**src/simd_regfile_pkg.sv**
```systemverilog
// shared sizes, opcodes and packed types for the SIMD register file RTL and its testbench
package simd_regfile_pkg;

   // lane count and word size
   localparam int NUM_LANES = 4;
   localparam int WORD_W    = 16;

   // per-lane bank geometry
   localparam int REG_ELS = 16;
   localparam int REG_AW  = 4;

   // result FIFO depth, also the number of issue credits
   localparam int RES_FIFO_DEPTH = 4;

   // credit counter must hold 0..RES_FIFO_DEPTH
   localparam int CREDIT_W = $clog2(RES_FIFO_DEPTH + 1);

   // FIFO pointers wrap naturally, depth is a power of two
   localparam int FIFO_PTR_W = $clog2(RES_FIFO_DEPTH);

   typedef logic [WORD_W-1:0] lane_word_t;
   typedef logic [REG_AW-1:0] reg_addr_t;

   typedef enum logic [2:0]
   {
      OP_LOAD = 3'd0,
      OP_ADD  = 3'd1,
      OP_SUB  = 3'd2,
      OP_AND  = 3'd3,
      OP_XOR  = 3'd4,
      OP_READ = 3'd5
   } opcode_e;

   // host operation, one load word per lane
   typedef struct packed
   {
      opcode_e                           opcode;
      reg_addr_t                         rd;
      reg_addr_t                         rs1;
      reg_addr_t                         rs2;
      lane_word_t [NUM_LANES-1:0]        load_words;
   } op_t;

   // command seen by every lane in lockstep
   typedef struct packed
   {
      opcode_e   opcode;
      reg_addr_t rd;
      reg_addr_t rs1;
      reg_addr_t rs2;
   } lane_cmd_t;

   // result beat, lane 0 in the low bits
   typedef lane_word_t [NUM_LANES-1:0] res_t;

endpackage

```
**src/regbank_2r1w_sync.sv**
```systemverilog
// one lane's register bank with two synchronous read ports and a write-through write port
`timescale 1ns/1ns

module regbank_2r1w_sync
(
   input  logic                         clk_i,
   input  logic                         reset_i,

   input  logic                         w_v_i,
   input  simd_regfile_pkg::reg_addr_t  w_addr_i,
   input  simd_regfile_pkg::lane_word_t w_data_i,

   input  logic                         r0_v_i,
   input  simd_regfile_pkg::reg_addr_t  r0_addr_i,
   output simd_regfile_pkg::lane_word_t r0_data_o,

   input  logic                         r1_v_i,
   input  simd_regfile_pkg::reg_addr_t  r1_addr_i,
   output simd_regfile_pkg::lane_word_t r1_data_o
);

   simd_regfile_pkg::lane_word_t mem [simd_regfile_pkg::REG_ELS];

   // same-edge write to the read address wins, so the reader sees new data
   function automatic simd_regfile_pkg::lane_word_t read_word
   (
      input simd_regfile_pkg::reg_addr_t addr
   );
      if (w_v_i && (w_addr_i == addr))
      begin
         return w_data_i;
      end
      return mem[addr];
   endfunction

   // no writes land while in reset
   always_ff @(posedge clk_i)
   begin
      if (!reset_i && w_v_i)
      begin
         mem[w_addr_i] <= w_data_i;
      end
   end

   // read ports hold their last value when idle
   always_ff @(posedge clk_i)
   begin
      if (!reset_i && r0_v_i)
      begin
         r0_data_o <= read_word(r0_addr_i);
      end
      if (!reset_i && r1_v_i)
      begin
         r1_data_o <= read_word(r1_addr_i);
      end
   end

endmodule

```
**src/simd_lane.sv**
```systemverilog
// one SIMD lane: bank read, operand select, ALU and write-back in two stages
`timescale 1ns/1ns

module simd_lane
(
   input  logic                          clk_i,
   input  logic                          reset_i,

   input  logic                          cmd_valid_i,
   input  simd_regfile_pkg::lane_cmd_t   cmd_i,
   input  simd_regfile_pkg::lane_word_t  load_word_i,

   output logic                          res_valid_o,
   output simd_regfile_pkg::lane_word_t  res_word_o
);

   // stage 1 state, valid while bank read data is on the ports
   logic                          s1_valid;
   simd_regfile_pkg::opcode_e     s1_opcode;
   simd_regfile_pkg::reg_addr_t   s1_rd;
   simd_regfile_pkg::lane_word_t  s1_load_word;

   simd_regfile_pkg::lane_word_t  rs1_data;
   simd_regfile_pkg::lane_word_t  rs2_data;
   simd_regfile_pkg::lane_word_t  s2_result;
   logic                          s2_write;

   // sources read in the cmd cycle, rd written at the end of stage 2
   regbank_2r1w_sync u_bank
   (
      .clk_i     (clk_i),
      .reset_i   (reset_i),
      .w_v_i     (s2_write),
      .w_addr_i  (s1_rd),
      .w_data_i  (s2_result),
      .r0_v_i    (cmd_valid_i),
      .r0_addr_i (cmd_i.rs1),
      .r0_data_o (rs1_data),
      .r1_v_i    (cmd_valid_i),
      .r1_addr_i (cmd_i.rs2),
      .r1_data_o (rs2_data)
   );

   always_ff @(posedge clk_i)
   begin
      if (reset_i)
      begin
         s1_valid <= 1'b0;
      end
      else
      begin
         s1_valid <= cmd_valid_i;
      end
   end

   always_ff @(posedge clk_i)
   begin
      if (cmd_valid_i)
      begin
         s1_opcode    <= cmd_i.opcode;
         s1_rd        <= cmd_i.rd;
         s1_load_word <= load_word_i;
      end
   end

   // operand select and ALU, 16-bit wraparound
   always_comb
   begin
      case (s1_opcode)
         simd_regfile_pkg::OP_LOAD: s2_result = s1_load_word;
         simd_regfile_pkg::OP_ADD:  s2_result = rs1_data + rs2_data;
         simd_regfile_pkg::OP_SUB:  s2_result = rs1_data - rs2_data;
         simd_regfile_pkg::OP_AND:  s2_result = rs1_data & rs2_data;
         simd_regfile_pkg::OP_XOR:  s2_result = rs1_data ^ rs2_data;
         default:                   s2_result = rs1_data;
      endcase
   end

   // reads return the source without touching the bank
   assign s2_write = s1_valid && (s1_opcode != simd_regfile_pkg::OP_READ);

   always_ff @(posedge clk_i)
   begin
      if (reset_i)
      begin
         res_valid_o <= 1'b0;
      end
      else
      begin
         res_valid_o <= s1_valid;
      end
   end

   always_ff @(posedge clk_i)
   begin
      if (s1_valid)
      begin
         res_word_o <= s2_result;
      end
   end

endmodule

```
**src/op_issue.sv**
```systemverilog
// host op intake with output credit tracking and a registered broadcast to the lanes
`timescale 1ns/1ns

module op_issue
(
   input  logic                          clk_i,
   input  logic                          reset_i,

   input  logic                          op_valid_i,
   output logic                          op_ready_o,
   input  simd_regfile_pkg::op_t         op_i,

   input  logic                          credit_return_i,

   output logic                          cmd_valid_o,
   output simd_regfile_pkg::lane_cmd_t   cmd_o,
   output simd_regfile_pkg::lane_word_t [simd_regfile_pkg::NUM_LANES-1:0] load_words_o
);

   // one credit per free result FIFO slot
   logic [simd_regfile_pkg::CREDIT_W-1:0] credits;
   logic                                  accept;

   assign op_ready_o = (credits != '0);
   assign accept     = op_valid_i && op_ready_o;

   always_ff @(posedge clk_i)
   begin
      if (reset_i)
      begin
         credits <= simd_regfile_pkg::CREDIT_W'(simd_regfile_pkg::RES_FIFO_DEPTH);
      end
      else
      begin
         credits <= credits
                    - simd_regfile_pkg::CREDIT_W'(accept)
                    + simd_regfile_pkg::CREDIT_W'(credit_return_i);
      end
   end

   // single-cycle command pulse
   always_ff @(posedge clk_i)
   begin
      if (reset_i)
      begin
         cmd_valid_o <= 1'b0;
      end
      else
      begin
         cmd_valid_o <= accept;
      end
   end

   // split the op into the shared command and the per-lane immediates
   always_ff @(posedge clk_i)
   begin
      if (accept)
      begin
         cmd_o.opcode <= op_i.opcode;
         cmd_o.rd     <= op_i.rd;
         cmd_o.rs1    <= op_i.rs1;
         cmd_o.rs2    <= op_i.rs2;
         load_words_o <= op_i.load_words;
      end
   end

endmodule

```
**src/result_collect.sv**
```systemverilog
// gathers lane results into one beat and queues beats toward the host
`timescale 1ns/1ns

module result_collect
(
   input  logic                          clk_i,
   input  logic                          reset_i,

   input  logic [simd_regfile_pkg::NUM_LANES-1:0] lane_res_valid_i,
   input  simd_regfile_pkg::lane_word_t [simd_regfile_pkg::NUM_LANES-1:0] lane_res_word_i,

   output logic                          res_valid_o,
   input  logic                          res_ready_i,
   output simd_regfile_pkg::res_t        res_o,

   output logic                          credit_return_o
);

   simd_regfile_pkg::res_t fifo_mem [simd_regfile_pkg::RES_FIFO_DEPTH];

   logic [simd_regfile_pkg::FIFO_PTR_W-1:0] wr_ptr;
   logic [simd_regfile_pkg::FIFO_PTR_W-1:0] rd_ptr;
   logic [simd_regfile_pkg::CREDIT_W-1:0]   count;

   logic push;
   logic pop;

   // lanes run in lockstep, so all valids rise together
   assign push = &lane_res_valid_i;
   assign pop  = res_valid_o && res_ready_i;

   // no full check here, issue credits keep the FIFO from overflowing
   always_ff @(posedge clk_i)
   begin
      if (push)
      begin
         fifo_mem[wr_ptr] <= lane_res_word_i;
      end
   end

   always_ff @(posedge clk_i)
   begin
      if (reset_i)
      begin
         wr_ptr <= '0;
         rd_ptr <= '0;
         count  <= '0;
      end
      else
      begin
         if (push)
         begin
            wr_ptr <= wr_ptr + 1'b1;
         end
         if (pop)
         begin
            rd_ptr <= rd_ptr + 1'b1;
         end
         count <= count
                  + simd_regfile_pkg::CREDIT_W'(push)
                  - simd_regfile_pkg::CREDIT_W'(pop);
      end
   end

   // head of the queue
   assign res_valid_o = (count != '0);
   assign res_o       = fifo_mem[rd_ptr];

   // each accepted beat frees one issue credit
   assign credit_return_o = pop;

endmodule

```
**src/simd_regfile_top.sv**
```systemverilog
// top of the four-lane SIMD register file, connects issue, lanes and result collection
`timescale 1ns/1ns

module simd_regfile_top
(
   input  logic                    clk_i,
   input  logic                    reset_i,

   input  logic                    op_valid_i,
   output logic                    op_ready_o,
   input  simd_regfile_pkg::op_t   op_i,

   output logic                    res_valid_o,
   input  logic                    res_ready_i,
   output simd_regfile_pkg::res_t  res_o
);

   logic                                   cmd_valid;
   simd_regfile_pkg::lane_cmd_t            cmd;
   simd_regfile_pkg::lane_word_t [simd_regfile_pkg::NUM_LANES-1:0] load_words;

   logic [simd_regfile_pkg::NUM_LANES-1:0] lane_res_valid;
   simd_regfile_pkg::lane_word_t [simd_regfile_pkg::NUM_LANES-1:0] lane_res_word;

   logic                                   credit_return;

   op_issue u_op_issue
   (
      .clk_i           (clk_i),
      .reset_i         (reset_i),
      .op_valid_i      (op_valid_i),
      .op_ready_o      (op_ready_o),
      .op_i            (op_i),
      .credit_return_i (credit_return),
      .cmd_valid_o     (cmd_valid),
      .cmd_o           (cmd),
      .load_words_o    (load_words)
   );

   // lane k takes load word k and drives result word k
   for (genvar k = 0; k < simd_regfile_pkg::NUM_LANES; k++)
   begin : g_lane
      simd_lane u_simd_lane
      (
         .clk_i       (clk_i),
         .reset_i     (reset_i),
         .cmd_valid_i (cmd_valid),
         .cmd_i       (cmd),
         .load_word_i (load_words[k]),
         .res_valid_o (lane_res_valid[k]),
         .res_word_o  (lane_res_word[k])
      );
   end

   result_collect u_result_collect
   (
      .clk_i            (clk_i),
      .reset_i          (reset_i),
      .lane_res_valid_i (lane_res_valid),
      .lane_res_word_i  (lane_res_word),
      .res_valid_o      (res_valid_o),
      .res_ready_i      (res_ready_i),
      .res_o            (res_o),
      .credit_return_o  (credit_return)
   );

endmodule

```
**config.mk**
```make
export PLATFORM = sky130hd
export DESIGN_NAME = simd_regfile_top
export DESIGN_NICKNAME = d
export VERILOG_FILES = /design/src/simd_regfile_pkg.sv /design/src/regbank_2r1w_sync.sv /design/src/simd_lane.sv /design/src/op_issue.sv /design/src/result_collect.sv /design/src/simd_regfile_top.sv
export SDC_FILE = /design/constraint.sdc
export NUM_CORES = 2
export LEC_CHECK = 0
export BUFFER_PORTS_ARGS = -buffer_cell sky130_fd_sc_hd__clkbuf_2
export CORE_ASPECT_RATIO = 0.5
export CORE_MARGIN = 5
export CORE_UTILIZATION = 40
export DETAILED_ROUTE_END_ITERATION = 16
export REMOVE_ABC_BUFFERS = 1
export SYNTH_ARGS = -nofsm -noshare
export SYNTH_HDL_FRONTEND = slang
export SYNTH_SLANG_ARGS = --single-unit
export TNS_END_PERCENT = 1
```
**constraint.sdc**
```tcl
create_clock -name clk_i -period 9.6 [get_ports clk_i]
set_input_delay 1.92 -clock clk_i [delete_from_list [all_inputs] [get_ports clk_i]]
set_output_delay 1.92 -clock clk_i [all_outputs]
set_load 0.01 [all_outputs]
```
After elaboration in Yosys (flattened, before gate mapping)
Memory sizes are Yosys's and may differ from the RTL's. A register that Yosys moved wholly into a read port is not among the register bits.
Cells that the tools add are included.

storage, ports and cells
  input port bits = 83
  memory bits (read-only) = 0
  bits in registers = 227
  output and inout port bits = 66
  logic and storage cells = 76
  memories = 5
  bits in latches = 0
  bits in writable memories = 1280

operators by class
  bitwise logic cells = 8
  muxes and demuxes = 10
  $lt $le $gt $ge = 0
  add/sub/neg operators = 14
  divide/modulo/power cells = 0
  multipliers = 0
  reduce and logical (&&, ||, !) cells = 9
  eq/ne operators = 5
  shift operators = 0

memory list
  name                              words  width  read ports  clocked after memory_dff  wr ports  RTL line                 text
  g_lane[0].u_simd_lane.u_bank.mem  16     16     2           2                         1         regbank_2r1w_sync.sv:22  simd_regfile_pkg::lane_word_t mem [simd_regfile_pkg::REG_ELS];
  g_lane[1].u_simd_lane.u_bank.mem  16     16     2           2                         1         regbank_2r1w_sync.sv:22
  g_lane[2].u_simd_lane.u_bank.mem  16     16     2           2                         1         regbank_2r1w_sync.sv:22
  g_lane[3].u_simd_lane.u_bank.mem  16     16     2           2                         1         regbank_2r1w_sync.sv:22
  u_result_collect.fifo_mem         4      64     1           1                         1         result_collect.sv:19     simd_regfile_pkg::res_t fifo_mem [simd_regfile_pkg::RES_FIFO_DEPTH];

operators with widths
  operator                                        count
  one-hot mux 16 bit (5 select lines)             4
  adder 16 bit                                    4
  AND 16 bit                                      4
  subtractor 16 bit                               4
  bitwise XOR 16 bit                              4
  adder 3 x 1 -> 3 bit                            2
  == test 3 x 2 -> 1 bit (second input constant)  2
  nonzero test 3 bit                              2
  subtractor 3 x 1 -> 3 bit                       2
  logical AND 1 bit                               5
  adder 2 x 1 -> 2 bit (second input constant)    2
  two-way mux 1 bit                               4
  two-way mux 2 bit                               2
  == test 3 x 1 -> 1 bit (second input constant)  1
  == test 3 bit (second input constant)           1
  zero test 3 bit                                 1
  != test 3 bit (second input constant)           1
  zero test 1 bit                                 1

Longest topological paths before layout
  word-level depth = 5
  gate-level depth with buffers = 15
  gate-level depth less buffers = 14

Hierarchy
Synthesis repeated with hierarchy kept, for this count alone.

unflattened totals
  cell total of the unflattened synthesis = 4342
  area total of the unflattened synthesis = 79231.0 µm²

modules (own cells, without submodules)
  module                                                cells an instance  seq. area each (µm²)  instances  area an instance (µm²)
  regbank_2r1w_sync (g_lane[1].u_simd_lane.u_bank ...)  627                8648.3                3          13496.7
  regbank_2r1w_sync (g_lane[0].u_simd_lane.u_bank)      627                8648.3                1          13506.7
  result_collect                                        381                7867.5                1          9756.9
  simd_lane (g_lane[0].u_simd_lane ...)                 344                1211.2                3          3233.1
  simd_lane (g_lane[3].u_simd_lane)                     325                1211.2                1          3199.3
  op_issue                                              96                 2452.4                1          2578.7

Least setup slack after synthesis
No wires, ideal clock.

  kind = input port to flip-flop
  start point = input port reset_i
  end point = register g_lane[0].u_simd_lane.u_bank.r0_data_o[0], read port of g_lane[0].u_simd_lane.u_bank.mem, enable pin
  library setup time = 0.629 ns
  path slack = 1.245 ns
  path buffers = 1
  required time = 8.971 ns
  stages = 2
  arrival = 7.725 ns
  path through = clkbuf_1 nor2b_1

between the ends
  cells in the longest elaborated chain, start to end = 2

ends and longest elaborated chain
  element            RTL line                 text
  start, declared    simd_regfile_top.sv:7    input logic reset_i,
  zero test 1 bit    regbank_2r1w_sync.sv:48  if (!reset_i && r0_v_i)
  logical AND 1 bit  regbank_2r1w_sync.sv:48
  end, declared      regbank_2r1w_sync.sv:15  output simd_regfile_pkg::lane_word_t r0_data_o,

No other way between the ends.
A chain may end at the register's enable or synchronous reset.

Final worst setup path
  start point = input port reset_i
  end point = memory g_lane[0].u_simd_lane.u_bank.mem[4][11] (netlist name), enable pin

between the ends
  cells in the longest elaborated chain, start to end = 4

ends and longest elaborated chain
  element                          RTL line                 text
  zero test 1 bit                  regbank_2r1w_sync.sv:39  if (!reset_i && w_v_i)
  logical AND 1 bit                n/a
  two-way mux 1 bit (2 in series)  n/a
  end, declared                    regbank_2r1w_sync.sv:22

No other way between the ends.

==> summary.md <==
| Metric | Value |
|---|---|
| YS warnings | `0` |
| Post-Synthesis Cells | `4,020` |
| I/O pin cnt | `~150` |
| Number of global-route vias before repair | `43,200` |
| Period utilization | `59.2%` |
| P per Cell Area | `216 nW/um^2` |
| VDD IR max | `128 uV` |
| Die Span Y | `317 um` |
| Run status | `finished, final reports clean` |
| HPWL Detailed | `122,000 um` |
| Skew final | `slightly below 0.06 ns` |
| FF+latch count, synth | `1,637` |
| First-pass GRT wire length | `around 300,000 um` |
| Flop2flop setup slack | `between 3 and 4 ns` |
| Antenna violations before repair | `2` |
| Crit path kind | `in -> reg` |
| Clock Pin Slew Worst Setup and Hold Paths | `approximately 0.060 ns` |
| RSZ-0062 raised after global routing | `no` |
| PostCTS Resize Cnt | `0` |
| Avg Cell Area, Syn | `18.7 um^2` |
| Die Wd | `623 um` |
| Final min period | `between 5 and 6 ns` |
| Final Hold Viols | `0` |
| H-tree Lvls | `4` |
| Max frequency | `approximately 0.18 GHz` |
| Max-slew headroom | `12.2%` |
| Vias | `approximately 42,000` |
| Total power | `around 18 mW` |
| WP data required | `9.99 ns` |
| Initial Util | `40.3%` |
| Pin count of the biggest net entering global routing | `123` |
| Via density | `6.11` |
| TNS Setup | `0 ns` |
| Post-Syn Area | `75,200 um^2` |
| Slew Limit Fails | `0` |
| CTS Hold Bufs | `0` |
| Leakage | `between 20 and 30 nW` |
| # nets final | `between 4,000 and 5,000` |
| IO buf count | `148` |
| Maxcap violations | `0` |
| WP data arrival | `6.07 ns` |
| Finished Cell Area | `84,200 um^2` |
| Area Overhead vs Synth | `11.9%` |
| Setup Buffers After CTS | `0` |
| Final ANT Viol Nets | `0` |
| Grt total ovfl | `0` |
| Sequential area share after synthesis | `65.2%` |
| FP Rows | `112` |
| Crit-path max FO | `41` |
| Most frequent cells in the layout | `edfxtp_1 (1,622), mux4_2 (704), nand2_1 (207)` |
| EDFF count, synth | `approximately 1,600` |
| Synth Flop Type | `edfxtp_1` |
| DR pass1 iterations | `6` |
| Core footprint | `187,000 um^2` |
| Drt initial violations | `4,518` |
| Cts bufs inserted | `163` |
| Root Driver | `clkbuf_16` |
| Gpl congestion | `0.845` |
| Total GRT Usage | `between 20% and 30%` |
| Total Wirelength | `205,000 um` |
| Async set-or-reset flop fraction in the synthesized netlist | `0%` |
| Die area | `197,000 um^2` |
| Pin slew with the least headroom to its limit | `1.31 ns` |
| CTS Buffer Depth | `4` |
| Final setup fails | `0` |
| Area after DPL | `between 70,000 and 80,000 um^2` |
| Hold_ws | `0.419 ns` |
| Latest clock arrival within the worst-skew pair | `just over 0.8 ns` |
| Fin util | `45.1%` |
| Routed len/inst | `30.1 um` |
| Worst Hold Class | `reg -> reg` |
| CTS tree | `done` |
| DRC | `0` |
| Crit end category | `flip-flop` |
| Commonest non-fill, non-tap cell in the layout | `edfxtp_1` |
| Synth unique cells | `84` |
| Clock sink count | `1,637` |
| Layout cells sized above 1 | `30.1%` |
| Startpoint types | `primary input` |
-- worst paths after layout --
check                                          startpoint                                                    to  cells after the start
max reg2reg  g_lane[3].u_simd_lane.s1_opcode[1]$_DFFE_PP_  g_lane[1].u_simd_lane.u_bank.r1_data_o[15]$_DFFE_PP_                     14
min                 u_op_issue.load_words_o[20]$_DFFE_PP_       g_lane[1].u_simd_lane.s1_load_word[4]$_DFFE_PP_                      0
min reg2reg         u_op_issue.load_words_o[20]$_DFFE_PP_       g_lane[1].u_simd_lane.s1_load_word[4]$_DFFE_PP_                      0
max                                               reset_i     g_lane[0].u_simd_lane.u_bank.mem[4][11]$_DFFE_PP_                      6
-- synth_stat cells (4+ instances only) --
cell type | instances | share of area, %
buf_2 | 63 | 0.42
or4_1 | 4 | 0.040
nor3b_1 | 7 | 0.070
a31oi_1 | 12 | 0.10
fa_1 | 6 | 0.16
o21ai_0 | 145 | 0.96
mux4_2 | 704 | 21
nand3b_1 | 6 | 0.060
dfxtp_1 | 15 | 0.40
mux2_2 | 56 | 0.84
xnor2_1 | 71 | 0.83
a211oi_1 | 14 | 0.14
edfxtp_1 | 1622 | 65
o21ai_1 | 43 | 0.29
o21a_1 | 16 | 0.16
xor2_1 | 31 | 0.36
o211ai_1 | 17 | 0.17
o31ai_1 | 23 | 0.23
and2_1 | 6 | 0.050
o311ai_1 | 6 | 0.070
buf_1 | 44 | 0.22
a211o_1 | 6 | 0.070
nand4_1 | 8 | 0.067
nand2_1 | 208 | 1.0
inv_1 | 65 | 0.32
a21oi_1 | 176 | 1.2
nor2_1 | 157 | 0.78
or3_1 | 12 | 0.10
o22ai_1 | 4 | 0.033
mux2i_1 | 9 | 0.12
o31a_1 | 4 | 0.047
a21o_1 | 19 | 0.19
a221oi_1 | 15 | 0.17
nor2b_1 | 14 | 0.12
ha_1 | 136 | 2.3
o32a_1 | 4 | 0.053
clkbuf_1 | 143 | 0.71
and3_1 | 7 | 0.058
nand2b_1 | 17 | 0.14
nand3_1 | 12 | 0.080
nor3_1 | 25 | 0.17
-- area by class of cell --
cell class | count | area (um^2)
Fill cell | 15800 | 102000
Sequential cell | 1637 | 49000
Multi-Input combinational cell | 2066 | 25100
Clock buffer | 187 | 4230
Tap cell | 2508 | 3140
Timing Repair Buffer | 252 | 1610
Clock inverter | 94 | 773
Inverter | 66 | 248
Antenna cell | 1 | 2.50
-- sequential cells by signal, summed over array words and instances, names as in the netlist, named ones only --
register	cells
u_op_issue.cmd_o	15
g_lane.u_simd_lane.u_bank.r0_data_o	64
u_result_collect.count	3
g_lane.u_simd_lane.res_word_o	64
g_lane.u_simd_lane.s1_valid	1
g_lane.u_simd_lane.s1_opcode	3
u_op_issue.credits	3
g_lane.u_simd_lane.u_bank.mem	1024
u_result_collect.fifo_mem	256
g_lane.u_simd_lane.res_valid_o	1
g_lane.u_simd_lane.s1_load_word	64
g_lane.u_simd_lane.u_bank.r1_data_o	64
u_result_collect.rd_ptr	2
u_op_issue.load_words_o	64
g_lane.u_simd_lane.s1_rd	4
u_op_issue.cmd_valid_o	1
u_result_collect.wr_ptr	2
-- power breakdown --
part / switching (mW) / total [mW] / internal (mW)
registers: 0.179 / 8.62 / 8.44
logic: 1.99 / 3.41 / 1.42
clock network: 2.67 / 6.15 / 3.48
total: 4.84 / 18.2 / 13.3
-- worst max-delay path: stages --
cell	delay, ns
clkbuf_2	0.22
nor2b_1	0.94
o21ai_1	0.57
or3_1	0.63
nor2_4	0.85
buf_4	0.87
-- per-stage QoR --
step / cells / setup WS (ns)
after global routing: 6810 / 3.66
after detailed placement: 6529 / 3.44
after global placement: 6529 / 3.45
after floorplan: 3769 / -2.72
after CTS: 6810 / 3.96
final: 6811 / 3.92
-- kinds of logic after synthesis --
family	Yosys count	share of synthesized area, %
DFF	1637	65.2
muxes	772	22.1
AOI/OAI and AO/OA	545	4.39
and+or+nand+nor	505	3.06
buffers and inverters	317	1.69
adders and majority gates	142	2.42
xor gates and xnor gates	102	1.19
-- metal layers --
layer,vias up,share of wire (%),track usage [%]
li1,17100,-,-
met1,22300,42,29.6
met2,1832,47,33.0
met3,329,7.9,3.71
met4,0,2.8,5.81
met5,-,0,0
(Power assumes the default switching activity.)
